[config.mk]
export PLATFORM = sky130hd
export DESIGN_NAME = csr_counter_port
export DESIGN_NICKNAME = d
export VERILOG_FILES = /design/src/alu_err_pkg.sv /design/src/csr_counter_port.sv
export VERILOG_INCLUDE_DIRS = /design/src /design/src/src
export SDC_FILE = /design/constraint.sdc
export NUM_CORES = 1
export LEC_CHECK = 0
export BUFFER_PORTS_ARGS = -buffer_cell sky130_fd_sc_hd__buf_2
export CAP_MARGIN = 40
export CORE_AREA = 2 2 497 499
export DETAILED_ROUTE_END_ITERATION = 16
export DIE_AREA = 0 0 499 501
export SYNTH_ARGS = -nofsm -noshare
export SYNTH_HDL_FRONTEND = slang
export SYNTH_SLANG_ARGS = --single-unit
export TNS_END_PERCENT = 20
[constraint.sdc]
create_clock -name vclk -period 3.94
set_input_delay 0.197 -clock vclk [all_inputs]
set_output_delay 0.197 -clock vclk [all_outputs]
set_load 0.01 [all_outputs]
[src/alu_err_settings.svh]
//////////////////////////////
// ALU error monitor settings
// Sizes, fault threshold, leak steps and CSR window
//////////////////////////////

`ifndef ALU_ERR_SETTINGS_SVH
`define ALU_ERR_SETTINGS_SVH

// Monitored ALUs and operation classes per ALU
`define ALU_COUNT 4
`define CLASS_COUNT 9

// Counter and operator widths
`define COUNT_WIDTH 32
`define ALU_OP_WIDTH 7

////////////////////////////////
// Leaky counter behaviour
////////////////////////////////

// Count at which a class is declared permanently faulty
`define ERR_THRESHOLD 16
`define ERR_INC 2
`define ERR_DEC 1

// Upper six address bits of the CSR window at 12'hB40
`define CSR_PAGE 6'h2D

`endif

[src/alu_err_pkg.sv]
//////////////////////////////
// ALU error monitor types
// Operator codes, classes and CSR address layout
//////////////////////////////

`include "alu_err_settings.svh"

package alu_err_pkg;

  // Operator codes of the core ALU that the monitor classifies
  typedef enum logic [`ALU_OP_WIDTH-1:0] {
    ALU_ADD   = 7'b0011000, ALU_SUB   = 7'b0011001, ALU_ADDU  = 7'b0011010,
    ALU_SUBU  = 7'b0011011, ALU_ADDR  = 7'b0011100, ALU_SUBR  = 7'b0011101,
    ALU_ADDUR = 7'b0011110, ALU_SUBUR = 7'b0011111,
    ALU_SRA   = 7'b0100100, ALU_SRL   = 7'b0100101, ALU_ROR   = 7'b0100110,
    ALU_SLL   = 7'b0100111,
    ALU_XOR   = 7'b0101111, ALU_OR    = 7'b0101110, ALU_AND   = 7'b0010101,
    ALU_BEXT  = 7'b0101000, ALU_BEXTU = 7'b0101001, ALU_BINS  = 7'b0101010,
    ALU_BCLR  = 7'b0101011, ALU_BSET  = 7'b0101100, ALU_BREV  = 7'b1001001,
    ALU_FF1   = 7'b0110110, ALU_FL1   = 7'b0110111, ALU_CNT   = 7'b0110100,
    ALU_CLB   = 7'b0110101,
    ALU_EXTS  = 7'b0111110, ALU_EXT   = 7'b0111111, ALU_SHUF  = 7'b0111010,
    ALU_SHUF2 = 7'b0111011, ALU_PCKLO = 7'b0111000, ALU_PCKHI = 7'b0111001,
    ALU_INS   = 7'b0101101,
    ALU_LTS   = 7'b0000000, ALU_LTU   = 7'b0000001, ALU_LES   = 7'b0000100,
    ALU_LEU   = 7'b0000101, ALU_GTS   = 7'b0001000, ALU_GTU   = 7'b0001001,
    ALU_GES   = 7'b0001010, ALU_GEU   = 7'b0001011, ALU_EQ    = 7'b0001100,
    ALU_NE    = 7'b0001101, ALU_SLTS  = 7'b0000010, ALU_SLTU  = 7'b0000011,
    ALU_SLETS = 7'b0000110, ALU_SLETU = 7'b0000111,
    ALU_ABS   = 7'b0010100, ALU_CLIP  = 7'b0010110, ALU_CLIPU = 7'b0010111,
    ALU_MIN   = 7'b0010000, ALU_MINU  = 7'b0010010, ALU_MAX   = 7'b0010001,
    ALU_MAXU  = 7'b0010011,
    ALU_DIVU  = 7'b0110000, ALU_DIV   = 7'b0110001, ALU_REMU  = 7'b0110010,
    ALU_REM   = 7'b0110011
  } alu_op_e;

  // One leaky counter per class and ALU
  typedef enum logic [3:0] {
    CLS_SHIFT_ADD = 4'd0,
    CLS_LOGIC     = 4'd1,
    CLS_BIT_MAN   = 4'd2,
    CLS_BIT_COUNT = 4'd3,
    CLS_SHUFFLE   = 4'd4,
    CLS_COMPARE   = 4'd5,
    CLS_ABS_CLIP  = 4'd6,
    CLS_MIN_MAX   = 4'd7,
    CLS_DIV_REM   = 4'd8
  } op_class_e;

  // CSR address, either raw or split into page, class and ALU
  typedef union packed {
    logic [11:0] raw;
    struct packed {
      logic [5:0] page;
      logic [3:0] class_idx;
      logic [1:0] alu_idx;
    } fields;
  } csr_addr_u;

endpackage

[src/csr_counter_port.sv]
//////////////////////////////
// CSR counter port
// Window decode, read mux and write steering
//////////////////////////////

`timescale 1ns/1ps

`include "alu_err_settings.svh"

module csr_counter_port (
  input  alu_err_pkg::csr_addr_u                                    csr_addr_i,
  input  logic                                                      csr_re_i,
  input  logic                                                      csr_we_i,
  input  logic [`COUNT_WIDTH-1:0]                                   csr_wdata_i,
  input  logic [`ALU_COUNT-1:0][`CLASS_COUNT-1:0][`COUNT_WIDTH-1:0] count_i,
  output logic [`COUNT_WIDTH-1:0]                                   csr_rdata_o,
  output logic [`ALU_COUNT-1:0]                                     wr_en_o,
  output alu_err_pkg::op_class_e                                    wr_class_o,
  output logic [`COUNT_WIDTH-1:0]                                   wr_data_o
);

  logic in_window;

  // Page match and a class index that exists
  assign in_window = (csr_addr_i.fields.page == `CSR_PAGE)
                     && (csr_addr_i.fields.class_idx < 4'(`CLASS_COUNT));

  ////////////////////////////////
  // Read path
  ////////////////////////////////

  always_comb begin
    csr_rdata_o = '0;
    if (csr_re_i && in_window) begin
      csr_rdata_o = count_i[csr_addr_i.fields.alu_idx][csr_addr_i.fields.class_idx];
    end
  end

  ////////////////////////////////
  // Write path
  ////////////////////////////////

  // One-hot ALU select as each bank matches the class itself
  always_comb begin
    wr_en_o = '0;
    if (csr_we_i && in_window) begin
      wr_en_o = `ALU_COUNT'(1) << csr_addr_i.fields.alu_idx;
    end
  end

  assign wr_class_o = alu_err_pkg::op_class_e'(csr_addr_i.fields.class_idx);
  assign wr_data_o  = csr_wdata_i;

endmodule

# ---- Yosys cells after proc, flatten, opt, wreduce, memory -nomap -nowiden
# Index checks and enable logic that the tools add are counted.
dict set report word_totals {
  register_bits 0
  inputBits 1198
  output_inout_bits 72
  word_cells 14
}
dict set report classes {
  magnitude_cmp 3
  n_eq_ne 1
  shifts 1
  mux 6
  reduce_logical 3
}
# cell n
set ops {}
lappend ops {{binary-select mux 288 bit (select 2 bit)} 1}
lappend ops {{two-way mux 288 bit} 1}
lappend ops {{binary-select mux 32 bit (select 4 bit)} 1}
lappend ops {{two-way mux 32 bit} 2}
lappend ops {{equality test 6 bit (second input constant)} 1}
lappend ops {{less-than comparator 4 x 5 -> 1 bit (second input constant)} 1}
lappend ops {{less-than comparator 4 bit (second input constant)} 1}
lappend ops {{two-way mux 4 bit} 1}
lappend ops {{left shift 1 x 2 -> 4 bit (first input constant)} 1}
lappend ops {{logical AND 1 bit} 3}
lappend ops {{less-than comparator 2 x 3 -> 1 bit (second input constant)} 1}

# ---- Longest topological paths before layout
dict set report logic_depth {
  ltp_word 5
  depth_mapped 8
  mapped_depth_nobuf 5
}

# ---- Worst setup path after synthesis
# Ideal clock, no wire load.
dict set report synth_timing {
  kind {input to output}
  start {in csr_addr_i[0] (netlist name)}
  end {out csr_rdata_o[11]}
  arrival_time_ns 1.687
  required_time_ns 3.743
  setup_slack_ns 2.056
  cell_stages 8
  n_path_buf 4
  path_cell_list {buf_6 buf_12 buf_4 buf_6 mux4_2 a22oi_1 a22oi_1 nor3_1}
}
dict set report synth_between {
  elab_chain_len 5
}
# item line
set synth_rtl {}
lappend synth_rtl {{start, declared} csr_counter_port.sv:11} ;# input alu_err_pkg::csr_addr_u csr_addr_i,
lappend synth_rtl {{binary-select mux 288 bit (select 2 bit)} csr_counter_port.sv:35} ;# csr_rdata_o = count_i[csr_addr_i.fields.alu_idx][csr_addr_i.fields.class_idx];
lappend synth_rtl {{two-way mux 288 bit (not written as such)} csr_counter_port.sv:35}
lappend synth_rtl {{binary-select mux 32 bit (select 4 bit)} csr_counter_port.sv:35}
lappend synth_rtl {{two-way mux 32 bit (not written as such)} csr_counter_port.sv:35}
lappend synth_rtl {{two-way mux 32 bit} csr_counter_port.sv:34} ;# if (csr_re_i && in_window) begin
lappend synth_rtl {{end, declared} csr_counter_port.sv:16} ;# output logic [`COUNT_WIDTH-1:0] csr_rdata_o,
# Every way passes these cells. The select of a mux whose other input is x is not followed.

# ---- Worst setup path in the final report
dict set report layout_timing {
  start {in csr_addr_i[0] (netlist name)}
  end {out csr_rdata_o[2]}
}
# The elaborated chain is that of the path after synthesis.

==> impl_metrics.tcl <==
set metrics [dict create \
    finalSetupTns_ns 0 \
    rows 182 \
    nClkBuffers 0 \
    ioPinCount 1270 \
    synthDistinctLibCells 33 \
    endpoint_kind "output port" \
    drt_first_pass_iters 6 \
    detail_route.wl_per_cell_um 47.9 \
    slew_headroom_pct 38.4 \
    postPlaceCellArea_um2 19400 \
    drv_slew 0 \
    ir_worst_vdd_uv 35.4 \
    setup_violations 0 \
    vias 17915 \
    io_buffers 1206 \
    route.detailed.drc 0 \
    outcome "finished clean" \
    path_delay_family "compound AO/OA/AOI/OAI gates" \
    hold_buffers 0 \
    layout_common_cells "1203 x buf_2, 284 x mux4_2, 79 x mux2i_1" \
    fp.dieH_um 501 \
    layout_commonest_cell "buf_2" \
    cp_common_cell "nor2_1" \
    path_buf_inv 4 \
    grt-ovfl-total 0 \
    rsz0062_at_grt "false" \
    n_sequential_cell 0 \
    drive_above_1_share_pct 85.2 \
    worst_pin_slew_ns 0.925 \
    fmax_ghz 0.306 \
    hold_viol 0 \
    drtAntennaViolNets 0 \
    initial_core_util_pct 3.97 \
    grt_pass1_wl_um 287000 \
    instances_no_fill 5335 \
    syn_inst 728 \
    crit_slowest_cell "a2111oi_0" \
    regArea_um2 0 \
    maxCapViolCount 0 \
    yosys_warnings 0 \
    via_per_inst 3.36 \
    crit_fanout 27 \
    crit_required_ns 3.74 \
    cp.arrival_ns 3.08 \
    core_um2 245000 \
    synth_area_um2 9720 \
    post-dp-hpwl_um 242000 \
    design_area_um2 20100 \
    nets 3048 \
    routed_wl_um 256000 \
    post_cts_buffers 0 \
    first_global_vias 15423 \
    p_leak_nw 7.92 \
    min_period_ns 3.27 \
    hold_path_class "input port to output port" \
    synth.yosys.seq_area_share_pct 0 \
    path_class "input port to output port" \
    p_per_area_nw_per_um2 106 \
    die_w_um 499 \
    syn_avg_cell_area_um2 13.4 \
    period_share_pct 83.1 \
    cts-resized-gates 0 \
    crit_chain "buf_8 -> buf_12 -> buf_4 -> mux4_2 -> nor2_1 -> a2111oi_0 -> nor2_1 -> a211oi_1 -> buf_2" \
    die_area_um2 250000 \
    syn_to_final_growth_pct 107 \
    critPathMaxStageDelay_ns 0.71 \
    grt_antenna_before_repair 627 \
    grtUsageTotal_pct 19.5 \
    grt_max_degree 75 \
    critPathLaunchType "input port" \
    first_iter_violations 2346 \
    synth.net_count 1926 \
    routabilityCongestion 1.01 \
    fillers 28591 \
    dp.cells 5068 \
]
## synth_stat cells
master | number | share of area [%]
mux4_2 | 284 | 66
mux2i_1 | 79 | 8.1
buf_4 | 47 | 3.6
buf_2 | 44 | 2.3
o22ai_1 | 43 | 2.8
nand2_1 | 33 | 1.3
a211o_1 | 26 | 2.3
mux2_2 | 24 | 2.8
buf_6 | 23 | 2.7
a21oi_1 | 22 | 1.1
a211oi_1 | 15 | 1.2
a221o_1 | 15 | 1.5
clkbuf_1 | 15 | 0.58
nor2_1 | 10 | 0.39
buf_1 | 7 | 0.27
nor2b_1 | 6 | 0.39
nor3_1 | 6 | 0.31
a22oi_1 | 4 | 0.31
nand2b_1 | 4 | 0.26
and3_1 | 3 | 0.19
o31ai_1 | 3 | 0.23
buf_8 | 2 | 0.31
nand3_1 | 2 | 0.10
o21a_1 | 2 | 0.15
a2111oi_0 | 1 | 0.090
and2_1 | 1 | 0.064
buf_12 | 1 | 0.21
inv_1 | 1 | 0.039
nand4b_1 | 1 | 0.090
nor3b_1 | 1 | 0.077
nor4b_2 | 1 | 0.15
nor4b_4 | 1 | 0.24
o31a_1 | 1 | 0.090
## layer usage
layer	track usage [%]	vias to the layer above	routed length (um)
li1	-	5876	-
met1	19.0	7974	81600
met2	27.1	2468	97200
met3	21.2	1125	62500
met4	5.08	472	11200
met5	1.29	-	3100
## through the flow
stage	hold slack (ns)	setup slack, ns	utilization, %	total power, mW
3_5_place_dp	0.394	0.559	7.94	2.12
6_report	0.394	0.667	8.21	2.12
5_1_grt	0.394	0.540	8.06	2.19
2_1_floorplan	0.486	2.06	-	0.925
3_3_place_gp	0.394	0.489	7.91	2.11
4_1_cts	0.394	0.558	7.94	2.13
## where the power goes
| part | leakage, nW | internal (mW) | switching (mW) |
|---|---|---|---|
| Combinational | 7.92 | 1.04 | 1.08 |
| Clock | 0.00169 | 0.00000951 | 0 |
| Sequential | 0 | 0 | 0 |
| Total | 7.92 | 1.04 | 1.08 |
## final cells by class
type / instances / area (um^2) / area share (%)
Multi-Input combinational cell: 588 / 8780 / 43.7
Timing Repair Buffer: 1259 / 6620 / 32.9
Tap cell: 3220 / 4030 / 20.0
Antenna cell: 267 / 668 / 3.32
Inverter: 1 / 3.75 / 0.0187
## worst paths after layout
path | from | to | depth (start not counted)
max | csr_addr_i[0] | csr_rdata_o[2] | 9
min | csr_wdata_i[15] | wr_data_o[15] | 0
## kinds of logic (layout without fill, tap and decap cells)
kind of cell           Yosys count  in the layout  synth area share, %
other                            0            267                    0
buffers and inverters          140           1260                 9.96
AND/OR/NAND/NOR                 69             69                 3.54
AO/OA/AOI/OAI                  132            132                 9.82
multiplexers                   387            387                 76.7
Note: power is estimated with default switching activity, not from simulation.
