[config.mk]
export PLATFORM = sky130hd
export DESIGN_NAME = leaky_err_counter
export DESIGN_NICKNAME = d
export VERILOG_FILES = /design/src/alu_err_pkg.sv /design/src/leaky_err_counter.sv
export VERILOG_INCLUDE_DIRS = /design/src /design/src/src
export SDC_FILE = /design/constraint.sdc
export NUM_CORES = 1
export LEC_CHECK = 0
export BUFFER_PORTS_ARGS = -buffer_cell sky130_fd_sc_hd__buf_2
export CELL_PAD_IN_SITES_DETAIL_PLACEMENT = 1
export CELL_PAD_IN_SITES_GLOBAL_PLACEMENT = 1
export CORE_AREA = 2 2 196 342
export DETAILED_ROUTE_END_ITERATION = 7
export DIE_AREA = 0 0 198 344
export GPL_ROUTABILITY_DRIVEN = 0
export PLACE_DENSITY_LB_ADDON = 0.05
export SLEW_MARGIN = 25
export SYNTH_ARGS = -nofsm -noshare
export SYNTH_HDL_FRONTEND = slang
export SYNTH_SLANG_ARGS = --single-unit
[constraint.sdc]
create_clock -name clk -period 5.4 [get_ports clk]
set_input_delay 0.54 -clock clk [delete_from_list [all_inputs] [get_ports clk]]
set_output_delay 0.54 -clock clk [all_outputs]
set_load 0.1 [all_outputs]
[src/alu_err_settings.svh]
//////////////////////////////
// ALU error monitor settings
// Sizes, fault threshold, leak steps and CSR window
//////////////////////////////

`ifndef ALU_ERR_SETTINGS_SVH
`define ALU_ERR_SETTINGS_SVH

// Monitored ALUs and operation classes per ALU
`define ALU_COUNT 4
`define CLASS_COUNT 9

// Counter and operator widths
`define COUNT_WIDTH 32
`define ALU_OP_WIDTH 7

////////////////////////////////
// Leaky counter behaviour
////////////////////////////////

// Count at which a class is declared permanently faulty
`define ERR_THRESHOLD 16
`define ERR_INC 2
`define ERR_DEC 1

// Upper six address bits of the CSR window at 12'hB40
`define CSR_PAGE 6'h2D

`endif

[src/alu_err_pkg.sv]
//////////////////////////////
// ALU error monitor types
// Operator codes, classes and CSR address layout
//////////////////////////////

`include "alu_err_settings.svh"

package alu_err_pkg;

  // Operator codes of the core ALU that the monitor classifies
  typedef enum logic [`ALU_OP_WIDTH-1:0] {
    ALU_ADD   = 7'b0011000, ALU_SUB   = 7'b0011001, ALU_ADDU  = 7'b0011010,
    ALU_SUBU  = 7'b0011011, ALU_ADDR  = 7'b0011100, ALU_SUBR  = 7'b0011101,
    ALU_ADDUR = 7'b0011110, ALU_SUBUR = 7'b0011111,
    ALU_SRA   = 7'b0100100, ALU_SRL   = 7'b0100101, ALU_ROR   = 7'b0100110,
    ALU_SLL   = 7'b0100111,
    ALU_XOR   = 7'b0101111, ALU_OR    = 7'b0101110, ALU_AND   = 7'b0010101,
    ALU_BEXT  = 7'b0101000, ALU_BEXTU = 7'b0101001, ALU_BINS  = 7'b0101010,
    ALU_BCLR  = 7'b0101011, ALU_BSET  = 7'b0101100, ALU_BREV  = 7'b1001001,
    ALU_FF1   = 7'b0110110, ALU_FL1   = 7'b0110111, ALU_CNT   = 7'b0110100,
    ALU_CLB   = 7'b0110101,
    ALU_EXTS  = 7'b0111110, ALU_EXT   = 7'b0111111, ALU_SHUF  = 7'b0111010,
    ALU_SHUF2 = 7'b0111011, ALU_PCKLO = 7'b0111000, ALU_PCKHI = 7'b0111001,
    ALU_INS   = 7'b0101101,
    ALU_LTS   = 7'b0000000, ALU_LTU   = 7'b0000001, ALU_LES   = 7'b0000100,
    ALU_LEU   = 7'b0000101, ALU_GTS   = 7'b0001000, ALU_GTU   = 7'b0001001,
    ALU_GES   = 7'b0001010, ALU_GEU   = 7'b0001011, ALU_EQ    = 7'b0001100,
    ALU_NE    = 7'b0001101, ALU_SLTS  = 7'b0000010, ALU_SLTU  = 7'b0000011,
    ALU_SLETS = 7'b0000110, ALU_SLETU = 7'b0000111,
    ALU_ABS   = 7'b0010100, ALU_CLIP  = 7'b0010110, ALU_CLIPU = 7'b0010111,
    ALU_MIN   = 7'b0010000, ALU_MINU  = 7'b0010010, ALU_MAX   = 7'b0010001,
    ALU_MAXU  = 7'b0010011,
    ALU_DIVU  = 7'b0110000, ALU_DIV   = 7'b0110001, ALU_REMU  = 7'b0110010,
    ALU_REM   = 7'b0110011
  } alu_op_e;

  // One leaky counter per class and ALU
  typedef enum logic [3:0] {
    CLS_SHIFT_ADD = 4'd0,
    CLS_LOGIC     = 4'd1,
    CLS_BIT_MAN   = 4'd2,
    CLS_BIT_COUNT = 4'd3,
    CLS_SHUFFLE   = 4'd4,
    CLS_COMPARE   = 4'd5,
    CLS_ABS_CLIP  = 4'd6,
    CLS_MIN_MAX   = 4'd7,
    CLS_DIV_REM   = 4'd8
  } op_class_e;

  // CSR address, either raw or split into page, class and ALU
  typedef union packed {
    logic [11:0] raw;
    struct packed {
      logic [5:0] page;
      logic [3:0] class_idx;
      logic [1:0] alu_idx;
    } fields;
  } csr_addr_u;

endpackage

[src/leaky_err_counter.sv]
//////////////////////////////
// Leaky error counter bank
// Nine class counters, sticky fault flags and fault pulse of one ALU
//////////////////////////////

`timescale 1ns/1ps

`include "alu_err_settings.svh"

module leaky_err_counter (
  input  logic                                         clk,
  input  logic                                         rst_n,
  input  alu_err_pkg::op_class_e                       class_i,
  input  logic                                         class_valid_i,
  input  logic                                         error_i,
  input  logic                                         div_ready_i,
  input  logic                                         wr_en_i,
  input  alu_err_pkg::op_class_e                       wr_class_i,
  input  logic [`COUNT_WIDTH-1:0]                      wr_data_i,
  output logic [`CLASS_COUNT-1:0][`COUNT_WIDTH-1:0]    count_o,
  output logic [`CLASS_COUNT-1:0]                      faulty_o,
  output logic                                         fault_pulse_o
);

  localparam logic [`COUNT_WIDTH-1:0] STEP_INC  = `COUNT_WIDTH'(`ERR_INC);
  localparam logic [`COUNT_WIDTH-1:0] STEP_DEC  = `COUNT_WIDTH'(`ERR_DEC);
  localparam logic [`COUNT_WIDTH-1:0] THRESHOLD = `COUNT_WIDTH'(`ERR_THRESHOLD);

  logic [`CLASS_COUNT-1:0][`COUNT_WIDTH-1:0] count_q;
  logic [`CLASS_COUNT-1:0][`COUNT_WIDTH-1:0] count_d;
  logic [`CLASS_COUNT-1:0]                   faulty_q;
  logic [`CLASS_COUNT-1:0]                   faulty_d;
  logic [`CLASS_COUNT-1:0]                   step_en;
  logic                                      fault_pulse_q;

  ////////////////////////////////
  // Per-class update enable
  ////////////////////////////////

  // A faulty class stays frozen
  for (genvar c = 0; c < `CLASS_COUNT; c++) begin : gen_step_en
    if (c == alu_err_pkg::CLS_DIV_REM) begin : gen_div
      // Divider result is only checked once it is done
      assign step_en[c] = class_valid_i && (class_i == alu_err_pkg::op_class_e'(c))
                          && !faulty_q[c] && div_ready_i;
    end else begin : gen_plain
      assign step_en[c] = class_valid_i && (class_i == alu_err_pkg::op_class_e'(c))
                          && !faulty_q[c];
    end
  end

  ////////////////////////////////
  // Next count and flags
  ////////////////////////////////

  always_comb begin
    count_d  = count_q;
    faulty_d = faulty_q;
    for (int c = 0; c < `CLASS_COUNT; c++) begin
      if (wr_en_i && (wr_class_i == alu_err_pkg::op_class_e'(c))) begin
        // CSR write beats the error update
        count_d[c] = wr_data_i;
      end else if (step_en[c]) begin
        if (error_i) begin
          count_d[c] = count_q[c] + STEP_INC;
          if (count_d[c] >= THRESHOLD) begin
            faulty_d[c] = 1'b1;
          end
        end else if (count_q[c] > STEP_DEC) begin
          count_d[c] = count_q[c] - STEP_DEC;
        end else begin
          count_d[c] = '0;
        end
      end
    end
  end

  always_ff @(posedge clk or negedge rst_n) begin
    if (!rst_n) begin
      count_q       <= '0;
      faulty_q      <= '0;
      fault_pulse_q <= 1'b0;
    end else begin
      count_q       <= count_d;
      faulty_q      <= faulty_d;
      // High in the cycle a new flag first shows
      fault_pulse_q <= |(faulty_d & ~faulty_q);
    end
  end

  assign count_o       = count_q;
  assign faulty_o      = faulty_q;
  assign fault_pulse_o = fault_pulse_q;

endmodule

# After elaboration in Yosys (flattened, before gate mapping)
# Index checks and enable logic that the tools add are counted.
dict set report totals {
  register_bits 298
  output_inout_bits 298
}
dict set report op_classes {
  addsub 18
  magnitude_cmp 18
  n_eq_ne 16
  muxes 72
  bitwise_logic 2
  reduce_logical 49
}
# operator n
set op_table {}
lappend op_table {{32-bit two-way mux} 36}
lappend op_table {{32-bit by 2-bit adder with 32-bit output, second input constant} 9}
lappend op_table {{32-bit by 5-bit >= comparator with 1-bit output, second input constant} 9}
lappend op_table {{32-bit by 1-bit > comparator with 1-bit output, second input constant} 9}
lappend op_table {{32-bit by 1-bit subtractor with 32-bit output, second input constant} 9}
lappend op_table {{1-bit two-way mux} 36}
lappend op_table {{4-bit by 3-bit == test with 1-bit output, second input constant} 8}
lappend op_table {{1-bit logical AND} 28}
lappend op_table {{2-bit nonzero test} 9}
lappend op_table {{4-bit by 2-bit == test with 1-bit output, second input constant} 4}
lappend op_table {{9-bit bitwise AND} 1}
lappend op_table {{1-bit logical NOT} 9}
lappend op_table {{9-bit NOT} 1}
lappend op_table {{9-bit OR reduction} 1}
lappend op_table {{4-bit by 1-bit == test with 1-bit output, second input constant} 2}
lappend op_table {{4-bit == test, second input constant} 2}
lappend op_table {{4-bit logical NOT} 2}

# Depth between registers and ports, before layout
dict set report logic_depth {
  depth_word 8
  ltp_mapped 12
  ltp_nobuf 11
}

# Worst setup path after synthesis
# No wires, ideal clock.
dict set report synth_path {
  path_type {register -> register}
  startpoint {register count_q, in the netlist count_o[258]}
  endpoint {register faulty_q[8] (netlist: faulty_o[8])}
  setup_ps 128
  t_arrival_ps 3856
  required_ps 5272
  setup_slack_ps 1416
  path_stages_with_launch 10
  path_buffers 0
  path_cell_list {dfrtp_1 ha_1 nand3_1 or3_1 nor3_1 xor2_1 or4b_2 nor4_1 a31oi_1 or2_2}
}
dict set report synth_between {
  elab_chain_len 6
}
# element line_no
set synth_lines {}
lappend synth_lines {{start: declaration} leaky_err_counter.sv:29} ;# logic [`CLASS_COUNT-1:0][`COUNT_WIDTH-1:0] count_q;
lappend synth_lines {{start signal: assignment} leaky_err_counter.sv:84} ;# count_q <= count_d;
lappend synth_lines {{32-bit by 2-bit adder with 32-bit output} leaky_err_counter.sv:65} ;# count_d[c] = count_q[c] + STEP_INC;
lappend synth_lines {{32-bit by 5-bit >= comparator with 1-bit output} leaky_err_counter.sv:66} ;# if (count_d[c] >= THRESHOLD) begin
lappend synth_lines {{1-bit two-way mux} leaky_err_counter.sv:66}
lappend synth_lines {{1-bit two-way mux} leaky_err_counter.sv:64} ;# if (error_i) begin
lappend synth_lines {{1-bit two-way mux} leaky_err_counter.sv:63} ;# end else if (step_en[c]) begin
lappend synth_lines {{1-bit two-way mux} leaky_err_counter.sv:60} ;# if (wr_en_i && (wr_class_i == alu_err_pkg::op_class_e'(c))) begin
lappend synth_lines {{via faulty_d[8]} leaky_err_counter.sv:32} ;# logic [`CLASS_COUNT-1:0] faulty_d;
lappend synth_lines {{end signal: assignment} leaky_err_counter.sv:85} ;# faulty_q <= faulty_d;
lappend synth_lines {{end: declaration} leaky_err_counter.sv:31} ;# logic [`CLASS_COUNT-1:0] faulty_q;
# The timed path passes the listed nets, and every way through them passes these cells.
# A chain may end at the register's enable or synchronous reset.

# Worst setup path after layout
dict set report layout_path {
  startpoint {register count_q, in the netlist count_o[168]}
  endpoint {register fault_pulse_q (netlist: fault_pulse_o)}
}
dict set report layout_between {
  elab_chain_len 8
}
# element line_no
set layout_lines {}
lappend layout_lines {{32-bit by 2-bit adder with 32-bit output} leaky_err_counter.sv:65}
lappend layout_lines {{32-bit by 5-bit >= comparator with 1-bit output} leaky_err_counter.sv:66}
lappend layout_lines {{1-bit two-way mux} leaky_err_counter.sv:66}
lappend layout_lines {{1-bit two-way mux} leaky_err_counter.sv:64}
lappend layout_lines {{1-bit two-way mux} leaky_err_counter.sv:63}
lappend layout_lines {{1-bit two-way mux} leaky_err_counter.sv:60}
lappend layout_lines {{9-bit bitwise AND} leaky_err_counter.sv:87} ;# fault_pulse_q <= |(faulty_d & ~faulty_q);
lappend layout_lines {{9-bit OR reduction} leaky_err_counter.sv:87}
lappend layout_lines {{end signal: assignment} leaky_err_counter.sv:87}
lappend layout_lines {{end: declaration} leaky_err_counter.sv:34} ;# logic fault_pulse_q;
# Every way passes these cells.

==> flow_summary.yaml <==
sta:
  fin_crit_ns: 4.06
  rsz0062_at_grt: "false"
  fin_crit_sh_pct: 75.2
  maxSlewHeadroom_pct: 22.0
  setup_viol: 0
  tightest_slew_ns: 1.16
  maxSlewViolCount: 0
  setup_tns_ns: 0
  hold_viol_final: 0
  max_freq_mhz: 246
  hold_slack_ns: 0.447
  setup_slack_ns: 1.34
  finClkSkew_ns: 0.0188
floorplanning:
  fp.dieH_um: 344
  num_io_pins: 344
  rows: 124
  start_util_pct: 46.4
  core_area_mm2: 0.0653
  die_area_mm2: 0.0681
  die_w_um: 198
synthesis:
  synth_fp_nets: 4378
  synth_top_family_by_area: "simple AND/OR/NAND/NOR gates"
  async_flop_share_pct: 100
  yosys.area_share.simple_pct: 29.6
  synthCells: 4287
  synth-edff-count: 0
  synth-seq-cells: 298
  yosysWarnings: 0
  synth_compound_area_share_pct: 26.0
  syn_area_per_cell_um2: 7.07
  ys_types: 96
  yosysSeqAreaShare_pct: 24.6
  synth.area.mux_share_pct: 1.11
  synthFlopType: "dfrtp_1"
  synth-adder-area-share_pct: 1.86
  synth_area_mm2: 0.0303
  synth_xor_area_share_pct: 10.1
clocking:
  cts_tree: "done"
  worstSkewPairLatency_ns: 0.60
  clock-sinks: 298
  ctsHoldBuffers: 1
  cts_buffers: 38
  clockBufferDepth: 3
  cts-htree-levels: 2
  path_clk_slew_ns: 0.07
  cts_setup_buffers: 0
  post_cts_resized: 0
  root_buffer: "clkbuf_16"
power_and_ir_drop:
  leakage_nw: 12.7
  vdd_drop_max_v: 0.000523
  p_total_mw: 17.1
  powerDensity_mw_per_mm2: 512
critical_path:
  crit_family: "simple AND/OR/NAND/NOR gates"
  critical_path_class: "reg -> reg"
  path_buf_inv: 0
  crit_path_max_incr_delay_ns: 0.86
  slowest_stage: "nor4_1"
  crit_path_cell_trace: "nand3_1 > nor4_1 > nand2_1 > xnor2_1 > a211o_1 > nor4_1 > a21oi_1 > a2111oi_0 > nand4_1"
  worstPathMaxFanout: 14
  crit_top_cell: "nor4_1"
  cp.arrival_ns: 4.52
  start_kind: "register"
  cp-end-kind: "register"
  required_ns: 5.86
flow_run:
  maxCapViolCount: 0
placed_design:
  post-dp-hpwl_um: 103000
  placed_area_mm2: 0.0320
  pre_cts_ws_ns: 1.49
  portBuffers: 343
  placedCellCount: 5129
detailed_routing:
  drtPass1Iterations: 6
  drc: 0
  routed_wl_um: 147000
  ant_nets: 0
  via_per_inst: 6.92
  wl_per_cell_um: 28.2
  vias: 36000
  first_iter_violations: 2674
finish:
  fillers: 8533
  design_area_mm2: 0.0334
  drive_gt1_share_pct: 13.0
  num-nets-final: 4379
  fin_cells: 5211
  finalCoreUtilization_pct: 51.2
  syn2layout_area_growth_pct: 10.3
hold_path:
  hp-class: "in -> async"
grt:
  grt_overflow_total: 0
  grt_antenna_before_repair: 18
  grt_pass1_vias: 35900
  track_usage_pct: 42.3
  grt_pass1_wl_um: 220000
  grt_max_degree: 115
run_status:
  outcome: "complete, no violations"
==> cell type report <==
class                      count  area (µm²)  area share, %
antenna                       11        27.5         0.0823
clock buffer                  57        1190           3.55
clock inverter                13         249          0.744
inverter                      66         250          0.748
multi-input combinational   3473       20900           62.5
sequential                   298        7460           22.3
tap                          882        1100           3.30
timing repair buffer         411        2270           6.79
==> sequential cells by signal, summed over array words and instances (netlist names) <==
| name | flops |
|---|---|
| count_o | 288 |
| faulty_o | 9 |
| fault_pulse_o | 1 |
==> cell families after synthesis <==
kind of cell             after synthesis
buffers and inverters                516
AND/OR/NAND/NOR                     1813
adder cells (fa/ha/maj)               45
flip-flops                           298
XOR/XNOR                             351
AO/OA/AOI/OAI                       1231
multiplexers                          33
==> report_power, final <==
part | switching [mW] | internal, mW
clock | 1.19 | 1.86
combinational | 7.19 | 2.22
sequential | 1.89 | 2.78
==> layer usage <==
metal | global-route usage (%) | up-vias | wire length [µm]
li1 | - | 15800 | -
met1 | 47.4 | 17800 | 53000
met2 | 68.7 | 1784 | 67800
met3 | 9.33 | 677 | 12700
met4 | 35.0 | 10 | 13300
met5 | 0 | - | 74
==> Yosys cell counts (30+ instances only) <==
library cell / count / area (µm²)
a21oi_1: 230 / 1150
a221o_1: 30 / 300
a221oi_1: 61 / 534
a22oi_1: 34 / 255
a31oi_1: 48 / 300
and3_1: 70 / 438
clkbuf_1: 387 / 1450
dfrtp_1: 298 / 7460
ha_1: 45 / 563
inv_1: 66 / 248
nand2_1: 420 / 1580
nand2b_1: 30 / 188
nand3_1: 170 / 851
nand4_1: 119 / 744
nor2_1: 444 / 1670
nor3_1: 210 / 1050
nor4_1: 112 / 701
o211ai_1: 34 / 255
o21ai_0: 457 / 2290
o221ai_1: 63 / 552
o22ai_1: 34 / 213
or3_1: 61 / 382
xnor2_1: 204 / 1790
xor2_1: 147 / 1290
==> path summary, 6_finish.rpt <==
path | start | endpoint | slack (ns) | cells past startpoint
max reg2reg | count_o[168] | fault_pulse_o | 1.34 | 9
min reg2reg | faulty_o[1] | faulty_o[1] | 0.52 | 2
min | rst_n | count_o[14] | 0.45 | 2
min in group clk | class_i[1] | faulty_o[6] | 0.45 | 3
max in group asynchronous | rst_n | count_o[245] | 3.77 | 3
max | count_o[168] | fault_pulse_o | 1.34 | 9
==> layout by cell type (no fill, tap or decap), drive strengths merged, types with 114 or more instances in the layout <==
cell type	count
buf	410
xor2	147
nand2	420
nor4	114
a21oi	230
nand4	120
nor2	445
xnor2	204
dfrtp	298
nand3	171
nor3	212
o21ai	460
Power figures use the tool's default switching activity.
