File: src/alu_err_settings.svh
//////////////////////////////
// ALU error monitor settings
// Sizes, fault threshold, leak steps and CSR window
//////////////////////////////

`ifndef ALU_ERR_SETTINGS_SVH
`define ALU_ERR_SETTINGS_SVH

// Monitored ALUs and operation classes per ALU
`define ALU_COUNT 4
`define CLASS_COUNT 9

// Counter and operator widths
`define COUNT_WIDTH 32
`define ALU_OP_WIDTH 7

////////////////////////////////
// Leaky counter behaviour
////////////////////////////////

// Count at which a class is declared permanently faulty
`define ERR_THRESHOLD 16
`define ERR_INC 2
`define ERR_DEC 1

// Upper six address bits of the CSR window at 12'hB40
`define CSR_PAGE 6'h2D

`endif

File: src/alu_err_pkg.sv
//////////////////////////////
// ALU error monitor types
// Operator codes, classes and CSR address layout
//////////////////////////////

`include "alu_err_settings.svh"

package alu_err_pkg;

  // Operator codes of the core ALU that the monitor classifies
  typedef enum logic [`ALU_OP_WIDTH-1:0] {
    ALU_ADD   = 7'b0011000, ALU_SUB   = 7'b0011001, ALU_ADDU  = 7'b0011010,
    ALU_SUBU  = 7'b0011011, ALU_ADDR  = 7'b0011100, ALU_SUBR  = 7'b0011101,
    ALU_ADDUR = 7'b0011110, ALU_SUBUR = 7'b0011111,
    ALU_SRA   = 7'b0100100, ALU_SRL   = 7'b0100101, ALU_ROR   = 7'b0100110,
    ALU_SLL   = 7'b0100111,
    ALU_XOR   = 7'b0101111, ALU_OR    = 7'b0101110, ALU_AND   = 7'b0010101,
    ALU_BEXT  = 7'b0101000, ALU_BEXTU = 7'b0101001, ALU_BINS  = 7'b0101010,
    ALU_BCLR  = 7'b0101011, ALU_BSET  = 7'b0101100, ALU_BREV  = 7'b1001001,
    ALU_FF1   = 7'b0110110, ALU_FL1   = 7'b0110111, ALU_CNT   = 7'b0110100,
    ALU_CLB   = 7'b0110101,
    ALU_EXTS  = 7'b0111110, ALU_EXT   = 7'b0111111, ALU_SHUF  = 7'b0111010,
    ALU_SHUF2 = 7'b0111011, ALU_PCKLO = 7'b0111000, ALU_PCKHI = 7'b0111001,
    ALU_INS   = 7'b0101101,
    ALU_LTS   = 7'b0000000, ALU_LTU   = 7'b0000001, ALU_LES   = 7'b0000100,
    ALU_LEU   = 7'b0000101, ALU_GTS   = 7'b0001000, ALU_GTU   = 7'b0001001,
    ALU_GES   = 7'b0001010, ALU_GEU   = 7'b0001011, ALU_EQ    = 7'b0001100,
    ALU_NE    = 7'b0001101, ALU_SLTS  = 7'b0000010, ALU_SLTU  = 7'b0000011,
    ALU_SLETS = 7'b0000110, ALU_SLETU = 7'b0000111,
    ALU_ABS   = 7'b0010100, ALU_CLIP  = 7'b0010110, ALU_CLIPU = 7'b0010111,
    ALU_MIN   = 7'b0010000, ALU_MINU  = 7'b0010010, ALU_MAX   = 7'b0010001,
    ALU_MAXU  = 7'b0010011,
    ALU_DIVU  = 7'b0110000, ALU_DIV   = 7'b0110001, ALU_REMU  = 7'b0110010,
    ALU_REM   = 7'b0110011
  } alu_op_e;

  // One leaky counter per class and ALU
  typedef enum logic [3:0] {
    CLS_SHIFT_ADD = 4'd0,
    CLS_LOGIC     = 4'd1,
    CLS_BIT_MAN   = 4'd2,
    CLS_BIT_COUNT = 4'd3,
    CLS_SHUFFLE   = 4'd4,
    CLS_COMPARE   = 4'd5,
    CLS_ABS_CLIP  = 4'd6,
    CLS_MIN_MAX   = 4'd7,
    CLS_DIV_REM   = 4'd8
  } op_class_e;

  // CSR address, either raw or split into page, class and ALU
  typedef union packed {
    logic [11:0] raw;
    struct packed {
      logic [5:0] page;
      logic [3:0] class_idx;
      logic [1:0] alu_idx;
    } fields;
  } csr_addr_u;

endpackage

File: src/op_class_decoder.sv
//////////////////////////////
// Operator class decoder
// Maps an ALU operator to its monitored class
//////////////////////////////

`timescale 1ns/1ps

`include "alu_err_settings.svh"

module op_class_decoder (
  input  logic                      alu_enable_i,
  input  logic [`ALU_OP_WIDTH-1:0]  alu_op_i,
  output alu_err_pkg::op_class_e    class_o,
  output logic                      class_valid_o
);

  logic known_op;

  always_comb begin
    class_o  = alu_err_pkg::CLS_SHIFT_ADD;
    known_op = 1'b1;
    case (alu_op_i)
      alu_err_pkg::ALU_ADD, alu_err_pkg::ALU_SUB, alu_err_pkg::ALU_ADDU,
      alu_err_pkg::ALU_SUBU, alu_err_pkg::ALU_ADDR, alu_err_pkg::ALU_SUBR,
      alu_err_pkg::ALU_ADDUR, alu_err_pkg::ALU_SUBUR, alu_err_pkg::ALU_SRA,
      alu_err_pkg::ALU_SRL, alu_err_pkg::ALU_ROR, alu_err_pkg::ALU_SLL:
        class_o = alu_err_pkg::CLS_SHIFT_ADD;
      alu_err_pkg::ALU_XOR, alu_err_pkg::ALU_OR, alu_err_pkg::ALU_AND:
        class_o = alu_err_pkg::CLS_LOGIC;
      alu_err_pkg::ALU_BEXT, alu_err_pkg::ALU_BEXTU, alu_err_pkg::ALU_BINS,
      alu_err_pkg::ALU_BCLR, alu_err_pkg::ALU_BSET, alu_err_pkg::ALU_BREV:
        class_o = alu_err_pkg::CLS_BIT_MAN;
      alu_err_pkg::ALU_FF1, alu_err_pkg::ALU_FL1, alu_err_pkg::ALU_CNT,
      alu_err_pkg::ALU_CLB:
        class_o = alu_err_pkg::CLS_BIT_COUNT;
      alu_err_pkg::ALU_EXTS, alu_err_pkg::ALU_EXT, alu_err_pkg::ALU_SHUF,
      alu_err_pkg::ALU_SHUF2, alu_err_pkg::ALU_PCKLO, alu_err_pkg::ALU_PCKHI,
      alu_err_pkg::ALU_INS:
        class_o = alu_err_pkg::CLS_SHUFFLE;
      // Comparisons include the set-less-than forms
      alu_err_pkg::ALU_LTS, alu_err_pkg::ALU_LTU, alu_err_pkg::ALU_LES,
      alu_err_pkg::ALU_LEU, alu_err_pkg::ALU_GTS, alu_err_pkg::ALU_GTU,
      alu_err_pkg::ALU_GES, alu_err_pkg::ALU_GEU, alu_err_pkg::ALU_EQ,
      alu_err_pkg::ALU_NE, alu_err_pkg::ALU_SLTS, alu_err_pkg::ALU_SLTU,
      alu_err_pkg::ALU_SLETS, alu_err_pkg::ALU_SLETU:
        class_o = alu_err_pkg::CLS_COMPARE;
      alu_err_pkg::ALU_ABS, alu_err_pkg::ALU_CLIP, alu_err_pkg::ALU_CLIPU:
        class_o = alu_err_pkg::CLS_ABS_CLIP;
      alu_err_pkg::ALU_MIN, alu_err_pkg::ALU_MINU, alu_err_pkg::ALU_MAX,
      alu_err_pkg::ALU_MAXU:
        class_o = alu_err_pkg::CLS_MIN_MAX;
      alu_err_pkg::ALU_DIVU, alu_err_pkg::ALU_DIV, alu_err_pkg::ALU_REMU,
      alu_err_pkg::ALU_REM:
        class_o = alu_err_pkg::CLS_DIV_REM;
      default:
        known_op = 1'b0;
    endcase
  end

  // Idle ALU or foreign opcode touches no counter
  assign class_valid_o = alu_enable_i & known_op;

endmodule

File: config.mk
export PLATFORM = sky130hd
export DESIGN_NAME = op_class_decoder
export DESIGN_NICKNAME = d
export VERILOG_FILES = /design/src/alu_err_pkg.sv /design/src/op_class_decoder.sv
export VERILOG_INCLUDE_DIRS = /design/src /design/src/src
export SDC_FILE = /design/constraint.sdc
export NUM_CORES = 1
export LEC_CHECK = 0
export BUFFER_PORTS_ARGS = -buffer_cell sky130_fd_sc_hd__buf_2
export CAP_MARGIN = 20
export CORE_AREA = 2 2 39 41
export DETAILED_ROUTE_END_ITERATION = 7
export DIE_AREA = 0 0 41 43
export PLACE_DENSITY = 0.38
export SLEW_MARGIN = 20
export SYNTH_ARGS = -nofsm -noshare
export SYNTH_HDL_FRONTEND = slang
export SYNTH_SLANG_ARGS = --single-unit
File: constraint.sdc
create_clock -name vclk -period 2.3
set_clock_uncertainty 0.1 [all_clocks]
set_input_delay 0.69 -clock vclk [all_inputs]
set_output_delay 0.69 -clock vclk [all_outputs]
set_load 0.05 [all_outputs]
* After elaboration in Yosys (flattened, before gate mapping)
Cells that the tools add are included.
** Operators by class
- Bitwise operators :: 1
- Reduce and logical (&&, ||, !) cells :: 10
- $mul :: 0
- Divide/modulo/power cells :: 0
- Magnitude comparators :: 0
- Mux-type cells :: 2
- Equality and inequality tests :: 56
- Add/sub/neg operators :: 0
- Shifts and indexed selects :: 0
** Operators by type and width (number)
- $eq 7x6->1 const B :: 26
- $eq 7x5->1 const B :: 16
- $reduce_or 57->1 :: 1
- $eq 7x4->1 const B :: 6
- $pmux 4 s8 :: 1
- $eq 7x3->1 const B :: 4
- $eq 7x2->1 const B :: 2
- $reduce_or 14->1 :: 1
- $reduce_or 4->1 :: 3
- $eq 7x1->1 const B :: 1
- $eq 7x7->1 const B :: 1
- $logic_not 7->1 :: 1
- $reduce_or 7->1 :: 1
- $reduce_or 3->1 :: 2
- $reduce_or 6->1 :: 1
- $and 1x1->1 :: 1
- $mux 1 :: 1
** Word-level totals
- Input port bits :: 8
- Memory bits (read-only) :: 0
- Register bits after elaboration :: 0
- Memories kept :: 0
- RAM bits :: 0
- Bits in latches :: 0

* Logic depth before layout (Yosys ltp)
Gate-level depths: netlist of the first run.
- Depth in word-level cells :: 4
- Gate-level depth with buffers :: 6
- Depth with buffers taken out :: 5

* Worst setup path after synthesis of the first run
Ideal clock, no wire load.
- Path type :: in2out
- From :: in alu_op_i[4]
- To :: out class_o[0]
- Data arrival time :: 2.390 ns
- Stages on the path :: 5
- Path buffers :: 1
- Setup slack :: -0.880 ns
- Cells stage by stage :: buf_2 > nor2b_1 > o221ai_1 > o21ai_0 > a211oi_1
** On the way
- Longest elaborated chain between the ends :: 3
** Ends and longest elaborated chain
- start, declared :: line op_class_decoder.sv:12 : input logic [`ALU_OP_WIDTH-1:0] alu_op_i,
- $eq 7x1->1 (tied with other cells) :: line op_class_decoder.sv:22 : case (alu_op_i)
- $reduce_or 14->1 (tied with other cells)
- $pmux 4 s8 (*) :: line op_class_decoder.sv:22
- end, declared :: line op_class_decoder.sv:13 : output alu_err_pkg::op_class_e class_o,
Every way passes the cells marked *; elsewhere a longest branch is shown, timed or not.

* Final worst setup path of the first run
- From :: in alu_op_i[2]
- To :: out class_valid_o
** On the way
- Longest elaborated chain between the ends :: 4
** Ends and longest elaborated chain
- $eq 7x6->1 (tied with other cells) :: line op_class_decoder.sv:22
- $reduce_or 57->1 (no line) (*)
- $mux 1 (*) :: line op_class_decoder.sv:22
- $and 1x1->1 (*) :: line op_class_decoder.sv:61 : assign class_valid_o = alu_enable_i & known_op;
- end, declared :: line op_class_decoder.sv:14 : output logic class_valid_o
Marked as above.

==> flow_metrics.py, run 1 <==
metrics = {
    "finish": {
        "n_antenna_cell": 0,
        "final.fill_count": 141,
        "utilization": 0.4629,
        "multi_input_area_um2": 299.0,
        "nets": 75,
        "seq_cell_count": 0,
        "seq_area_um2": 0,
        "drive_gt1_frac": 0.7231,
        "clkbuf_count": 0,
        "syn_to_final_growth_pct": 172.3,
    },
    "timing": {
        "rsz0062_at_grt": "yes",
        "max_freq_mhz": 398.8,
        "post-route-period-util": 1.090,
        "slew_headroom": 0.8692,
        "tns_ns": -0.6710,
        "setup_slack_ns": -0.2078,
        "worst_slew_pin_slew_ns": 0.1946,
        "setup-violations-final": 4,
        "hold_viol": 0,
        "min_period_ns": 2.508,
        "slew_viol_final": 0,
    },
    "yosys": {
        "syn_inst": 37,
        "synth_cell_type_count": 23,
        "yosysSeqAreaShare": 0,
        "syn_area_um2": 235.2,
        "post-synth-top-area-cell": "nor2b_1",
        "synth_fp_nets": 45,
        "yosys-top-cells-area": "nor2b_1 (11%), o21ai_0 (8.5%), buf_4 (6.4%)",
        "synth_top_area_frac": 0.1064,
        "yosys_warnings": 0,
        "syn_avg_cell_area_um2": 6.357,
    },
    "die": {
        "rows": 14,
        "coreArea_um2": 1384,
        "die-width_um": 41,
        "start_util": 0.1700,
        "dieArea_um2": 1763,
        "die_height_um": 43,
        "pin_count": 13,
    },
    "worst_setup_path": {
        "path_max_fanout": 7,
        "critPathRequiredTime_ns": 1.51,
        "crit_type": "input pin to output port",
        "cp.arrival_ns": 1.72,
        "cp-start-kind": "input pin",
        "endpoint_kind": "output port",
    },
    "grt": {
        "antenna_found_initial": 0,
        "grtUsageMet3": 0,
        "grt_pass1_wl_mm": 1.476,
        "grtUsageMet2": 0.1813,
        "grt_pass1_vias": 363,
        "grt_max_degree": 11,
        "gr-total-overflow": 0,
        "grt_util_met1": 0.1651,
        "grtUsageTotal": 0.1100,
        "busiest_layer": "met2",
    },
    "run": {
        "maxCapViolCount": 0,
    },
    "detailed_routing": {
        "drt_iter0_drc": 2,
        "vias": 383,
        "antenna_left": 0,
        "vias_per_cell": 4.728,
        "firstDrtPassIters": 2,
        "wl_per_cell_um": 10.30,
        "drc": 0,
        "routed_wl_um": 834,
    },
    "power_and_ir_drop": {
        "leakage_nw": 0.2837,
        "ir_drop_v": 0.00009123,
        "p_per_area_nw_per_um2": 220.3,
    },
    "clock_tree": {
        "postCtsHoldBufs": 0,
    },
    "placed_design": {
        "dpl.hpwl_um": 660.8,
        "gp_congestion": 0.7154,
        "portBuffers": 13,
    },
    "run_status": {
        "status": "complete, but fails checks",
        "violations": "setup timing",
    },
    "hold_path": {
        "hold_path.class": "input pin to output port",
    },
}
[synth_stat cells, types with 2 or more instances]
master	number
buf_4	2
nand2b_1	2
nand2_1	4
nor3_1	2
a21oi_1	2
o22ai_1	2
o21ai_0	4
nor2b_1	4
[path summary, 6_finish.rpt]
path / from / endpoint / slack, ns / cells after the start
max: alu_op_i[2] / class_valid_o / -0.21 / 8
min: alu_enable_i / class_valid_o / 1.62 / 3
[critical path, stage by stage]
cell and delay [ns]:
buf_8 0.11, buf_6 0.11, nand2_2 0.05, nor2_2 0.04, o21ai_1 0.13, a21oi_1 0.09
o31a_4 0.35, buf_8 0.15
[cells in the final DEF, fill, tap and decap left out]
master	n
a21o_1	1
mux2i_1	1
buf_6	6
buf_8	7
buf_4	15
nand2b_1	2
nor2b_1	1
o21ai_2	1
nor2b_2	1
nor2_2	1
nor4_2	1
nor3_1	1
buf_2	1
or2_4	1
clkbuf_4	1
inv_1	1
a21oi_1	1
o22ai_1	2
a221o_1	1
a211oi_4	1
nor2b_4	2
a21oi_2	1
nand2b_4	1
a21oi_4	1
o221ai_2	1
nand2_1	2
o32a_1	1
buf_12	1
o31a_4	1
o21ai_1	4
nor3_4	1
nand2_2	2
[cells by family after synthesis]
kind of cell | count (synthesis) | synth area share
AOI/OAI and AO/OA | 16 | 0.4628
muxes | 1 | 0.04255
and+or+nand+nor | 16 | 0.3936
buffers and inverters | 4 | 0.1010
[repair_timing]
action | 4_1_cts | 5_1_grt
gates resized for setup | 39 | 9
setup buffers | 1 | 2
setup endpoints to repair | 5 | 5
pin swaps | 9 | 4
[stage by stage]
stage               hold WS [ns]  cells  setup slack [ns]  cell area [um2]  total power, mW
finish                     1.622     81           -0.2078            640.6           0.1411
global route               1.631     81           -0.2666            640.6           0.1501
CTS                        1.624     79           -0.2048            593.1           0.1340
detailed placement         1.673     78           -0.3793            462.9           0.1038
global placement           1.671     78           -0.3818            462.9           0.1044
floorplan                  1.338     37           -0.3935            311.5          0.06847
[area by class of cell]
class,instances,share of cell area
multi-input cells,33,0.4668
inverters,1,0.005859
repair buffers,31,0.4961
well taps,16,0.03125
[power breakdown]
| group | total [mW] | internal (mW) | leakage [nW] | switching (mW) |
|---|---|---|---|---|
| registers | 0 | 0 | 0 | 0 |
| clock network | 0 | 0 | 0 | 0 |
| logic | 0.141 | 0.0759 | 0.284 | 0.0653 |
| total | 0.141 | 0.0759 | 0.284 | 0.0653 |
[metal layers]
metal / share of wire / wire length [um] / up-vias
met1: 0.42 / 354 / 180
met4: 0 / 0 / 0
met3: 0.044 / 37 / 0
met5: 0 / 0 / -
li1: - / - / 196
met2: 0.53 / 442 / 7
Note: power is estimated with default switching activity, not from simulation.
==> inputs of run 2 (changes only) <==
--- a/config.mk
+++ b/config.mk
@@ -12,5 +12,5 @@
 export DETAILED_ROUTE_END_ITERATION = 7
 export DIE_AREA = 0 0 41 43
-export PLACE_DENSITY = 0.38
+export PLACE_DENSITY = 0.44
 export SLEW_MARGIN = 20
 export SYNTH_ARGS = -nofsm -noshare
==> constraint.sdc (replaced) <==
create_clock -name vclk -period 2.3
set_clock_uncertainty 0.1 [all_clocks]
set_input_delay 0.345 -clock vclk [all_inputs]
set_output_delay 0.345 -clock vclk [all_outputs]
set_load 0.05 [all_outputs]
==> flow_metrics.py, run 2 (same netlist as run 1, synthesis figures left out) <==
metrics = {
    "detailed_routing": {
        "drc": 0,
        "routed_wl_um": 692,
        "drt_iter0_drc": 15,
        "wl_per_cell_um": 10.98,
        "firstDrtPassIters": 4,
        "antenna_left": 0,
        "vias_per_cell": 4.937,
        "vias": 311,
    },
    "worst_setup_path": {
        "crit_type": "input pin to output port",
        "cp.arrival_ns": 1.57,
        "timing.critical_path.buf_inv": 2,
        "critPathRequiredTime_ns": 1.86,
        "endpoint_kind": "output port",
        "cp-start-kind": "input pin",
        "crit_slowest_cell": "o31a_2",
        "path_max_fanout": 6,
        "crit_top_cell": "buf_2",
        "path_cells": "buf_2 > nand2b_4 > o32a_1 > o22ai_1 > a21o_1 > o31a_2 > buf_2",
        "path_delay_family": "compound AO/OA/AOI/OAI gates",
        "crit_path_max_incr_delay_ns": 0.31,
    },
    "placed_design": {
        "dpl.hpwl_um": 536.8,
        "gp_congestion": 0.7667,
        "portBuffers": 13,
        "placed_cells": 63,
        "postPlaceCellArea_um2": 306.5,
    },
    "run_status": {
        "status": "completed",
    },
    "grt": {
        "grt_pass1_wl_mm": 1.069,
        "gr-total-overflow": 0,
        "grt_pass1_vias": 236,
        "antenna_found_initial": 0,
        "grtUsageTotal": 0.08192,
        "grt_max_degree": 11,
    },
    "finish": {
        "nets": 57,
        "final_cell_mix": "buf_2 (13), nor2b_1 (4), nand2_1 (4), o21ai_0 (4)",
        "drive_gt1_frac": 0.3617,
        "layout_commonest_cell": "buf_2",
        "seq_area_um2": 0,
        "n_antenna_cell": 0,
        "clkbuf_count": 0,
        "layout.cells.non_filler": 63,
        "fin_area_um2": 306.5,
        "seq_cell_count": 0,
        "syn_to_final_growth_pct": 30.32,
    },
    "die": {
        "coreArea_um2": 1384,
        "dieArea_um2": 1763,
        "die_height_um": 43,
        "start_util": 0.1700,
        "pin_count": 13,
        "die-width_um": 41,
        "rows": 14,
    },
    "timing": {
        "max_freq_mhz": 496.1,
        "post-route-period-util": 0.8765,
        "worst_slew_pin_slew_ns": 0.2494,
        "tns_ns": 0,
        "slew_viol_final": 0,
        "rsz0062_at_grt": "no",
        "min_period_ns": 2.016,
        "slew_headroom": 0.8349,
        "setup-violations-final": 0,
        "hold_viol": 0,
    },
    "clock_tree": {
        "post_cts_buffers": 0,
        "postCtsHoldBufs": 0,
        "cts.repair.resized": 0,
    },
    "power_and_ir_drop": {
        "leakage_nw": 0.1378,
        "ir_drop_v": 0.00006250,
        "p_per_area_nw_per_um2": 235.0,
    },
    "hold_path": {
        "hold_path.class": "input pin to output port",
    },
    "run": {
        "maxCapViolCount": 0,
    },
}
run 2: area by class of cell:
cell class                      count  area [um2]
Inverter                            1       3.754
Timing Repair Buffer               13       65.06
Fill cell                         160        1077
Multi-Input combinational cell     33       217.7
Tap cell                           16       20.02
run 2: power by group:
| group | switching, mW | internal (mW) | total [mW] |
|---|---|---|---|
| sequential | 0 | 0 | 0 |
| clock | 0 | 0 | 0 |
| combinational | 0.0479 | 0.0242 | 0.0720 |
| total | 0.0479 | 0.0242 | 0.0720 |
run 2: layer usage:
layer | vias up | GRT usage | share of wire
li1 | 159 | - | -
met1 | 143 | 0.1297 | 0.46
met2 | 9 | 0.1250 | 0.47
met3 | 0 | 0.005236 | 0.061
met4 | 0 | 0 | 0
met5 | - | 0 | 0
run 2: worst paths after layout:
path | cells past startpoint | endpoint | slack (ns) | from
setup / recovery | 7 | class_valid_o | 0.28 | alu_op_i[6]
hold / removal | 3 | class_valid_o | 0.98 | alu_enable_i
run 2: through the flow:
step / total power, mW / util / setup WS, ns / hold slack, ns
final: 0.07205 / 0.2215 / 0.2841 / 0.9791
after global routing: 0.07829 / 0.2215 / 0.2114 / 0.9975
after floorplan: 0.05373 / - / 0.03198 / 0.6820
after detailed placement: 0.07205 / 0.2215 / 0.2832 / 0.9811
after CTS: 0.07224 / 0.2215 / 0.2824 / 0.9816
after global placement: 0.07234 / 0.2215 / 0.2962 / 0.9780
==> inputs of run 3 (changes only) <==
--- a/config.mk
+++ b/config.mk
@@ -13,4 +13,6 @@
 export DIE_AREA = 0 0 41 43
 export PLACE_DENSITY = 0.44
+export RECOVER_POWER = 50
+export REMOVE_ABC_BUFFERS = 1
 export SLEW_MARGIN = 20
 export SYNTH_ARGS = -nofsm -noshare
==> constraint.sdc (replaced) <==
create_clock -name vclk -period 2.3
set_clock_uncertainty 0.1 [all_clocks]
set_input_delay 0.69 -clock vclk [all_inputs]
set_output_delay 0.69 -clock vclk [all_outputs]
set_load 0.05 [all_outputs]
==> flow_metrics.py, run 3 (same netlist as run 1, synthesis figures left out) <==
metrics = {
    "grt": {
        "grt_pass1_wl_mm": 1.428,
        "grt_max_degree": 9,
        "gr-total-overflow": 0,
        "grtUsageTotal": 0.1099,
        "antenna_found_initial": 0,
        "grt_pass1_vias": 366,
    },
    "placed_design": {
        "dpl.hpwl_um": 618.4,
        "postPlaceCellArea_um2": 405.4,
        "gp_congestion": 0.8501,
        "portBuffers": 13,
    },
    "detailed_routing": {
        "drt_iter0_drc": 5,
        "drc": 0,
        "vias": 372,
        "wl_per_cell_um": 10.34,
        "antenna_left": 0,
        "firstDrtPassIters": 4,
        "routedLengthMet1_um": 342,
        "vias_per_cell": 4.709,
        "routed_wl_um": 817,
        "route.met2.wl_um": 435,
        "wl_met3_um": 40,
        "top_layer": "met3",
    },
    "finish": {
        "final.fill_count": 144,
        "drive_gt1_frac": 0.5873,
        "final_cell_mix": "buf_4 (18), buf_6 (5), o21ai_1 (4)",
        "seq_area_um2": 0,
        "syn_to_final_growth_pct": 126.1,
        "clkbuf_count": 0,
        "nets": 73,
        "layout_commonest_cell": "buf_4",
        "n_antenna_cell": 0,
        "fin_area_um2": 531.8,
        "seq_cell_count": 0,
    },
    "worst_setup_path": {
        "critPathRequiredTime_ns": 1.51,
        "timing.critical_path.buf_inv": 2,
        "endpoint_kind": "output port",
        "path_max_fanout": 8,
        "cp.arrival_ns": 1.74,
        "path_cells": "buf_4 > nand2b_4 > o32a_1 > o22ai_1 > a21o_1 > o31a_1 > buf_6",
        "crit_slowest_cell": "o31a_1",
        "crit_path_max_incr_delay_ns": 0.29,
        "crit_type": "input pin to output port",
        "cp-start-kind": "input pin",
        "path_delay_family": "compound AO/OA/AOI/OAI gates",
    },
    "die": {
        "start_util": 0.1700,
        "die-width_um": 41,
        "rows": 14,
        "coreArea_um2": 1384,
        "dieArea_um2": 1763,
        "pin_count": 13,
        "die_height_um": 43,
    },
    "hold_path": {
        "hold_path.class": "input pin to output port",
        "hold_start": "alu_enable_i",
        "hold_depth": 3,
        "min_delay_worst_endpoint": "class_valid_o",
    },
    "run_status": {
        "status": "complete, but fails checks",
        "violations": "setup timing",
    },
    "power_and_ir_drop": {
        "ir_drop_v": 0.00006833,
        "p_per_area_nw_per_um2": 219.5,
        "leakage_nw": 0.2540,
        "power_mw": 0.1167,
    },
    "timing": {
        "max_freq_mhz": 395.8,
        "min_period_ns": 2.527,
        "rsz0062_at_grt": "yes",
        "post-route-period-util": 1.099,
        "slew_viol_final": 0,
        "hold_viol": 0,
        "slew_headroom": 0.8633,
        "setup_slack_ns": -0.2266,
        "worst_slew_pin_slew_ns": 0.2037,
        "setup-violations-final": 4,
    },
    "run": {
        "maxCapViolCount": 0,
    },
}
## run 3: cell count changes in the layout (fill, tap and decap cells not counted), sizes merged
cell | previous run | this run
buf | 13 | 29
## run 3: metal layers
| metal | up-vias | GRT usage |
|---|---|---|
| met4 | 0 | 0 |
| met3 | 0 | 0.005236 |
| li1 | 194 | - |
| met1 | 169 | 0.1266 |
| met5 | - | 0 |
| met2 | 9 | 0.2156 |
## run 3: how the worst max path moves through the flow
stage | start | end | slack (ns) | cells after the start
CTS | alu_op_i[6] | class_valid_o | -0.20 | 7
detailed placement | alu_op_i[5] | class_valid_o | -0.36 | 6
floorplan | alu_op_i[4] | class_o[0] | -0.72 | 4
global placement | alu_op_i[5] | class_valid_o | -0.35 | 6
global route | alu_op_i[6] | class_valid_o | -0.31 | 7
finish | alu_op_i[5] | class_valid_o | -0.23 | 7
## run 3: layout make-up
cell class                      instances  area, um2  area share
Inverter                                1      3.754    0.007059
Timing Repair Buffer                   29      266.5      0.5012
Multi-Input combinational cell         33      241.5      0.4541
Tap cell                               16      20.02     0.03765
## run 3: what timing repair did
item                                   CTS  global route
gates resized for setup                 33             4
buffers inserted                         1             1
setup endpoints to repair                5             5
hold buffers                             0             0
pin swaps                                9             3
endpoints found under the hold margin    0             0
## run 3: stage by stage
step	hold slack [ns]	util	setup WS, ns	setup TNS (ns)	std cells
after global placement	1.659	0.2929	-0.3472	-1.224	77
final	1.630	0.3843	-0.2266	-0.6113	79
after floorplan	1.430	-	-0.7201	-1.994	34
after global routing	1.655	0.3843	-0.3099	-0.9186	79
after CTS	1.621	0.3761	-0.1989	-0.6472	78
after detailed placement	1.661	0.2929	-0.3556	-1.215	77
## run 3: power by group
group | switching (mW) | leakage, nW | internal [mW]
logic | 0.0559 | 0.254 | 0.0608
registers | 0 | 0 | 0
clock network | 0 | 0 | 0
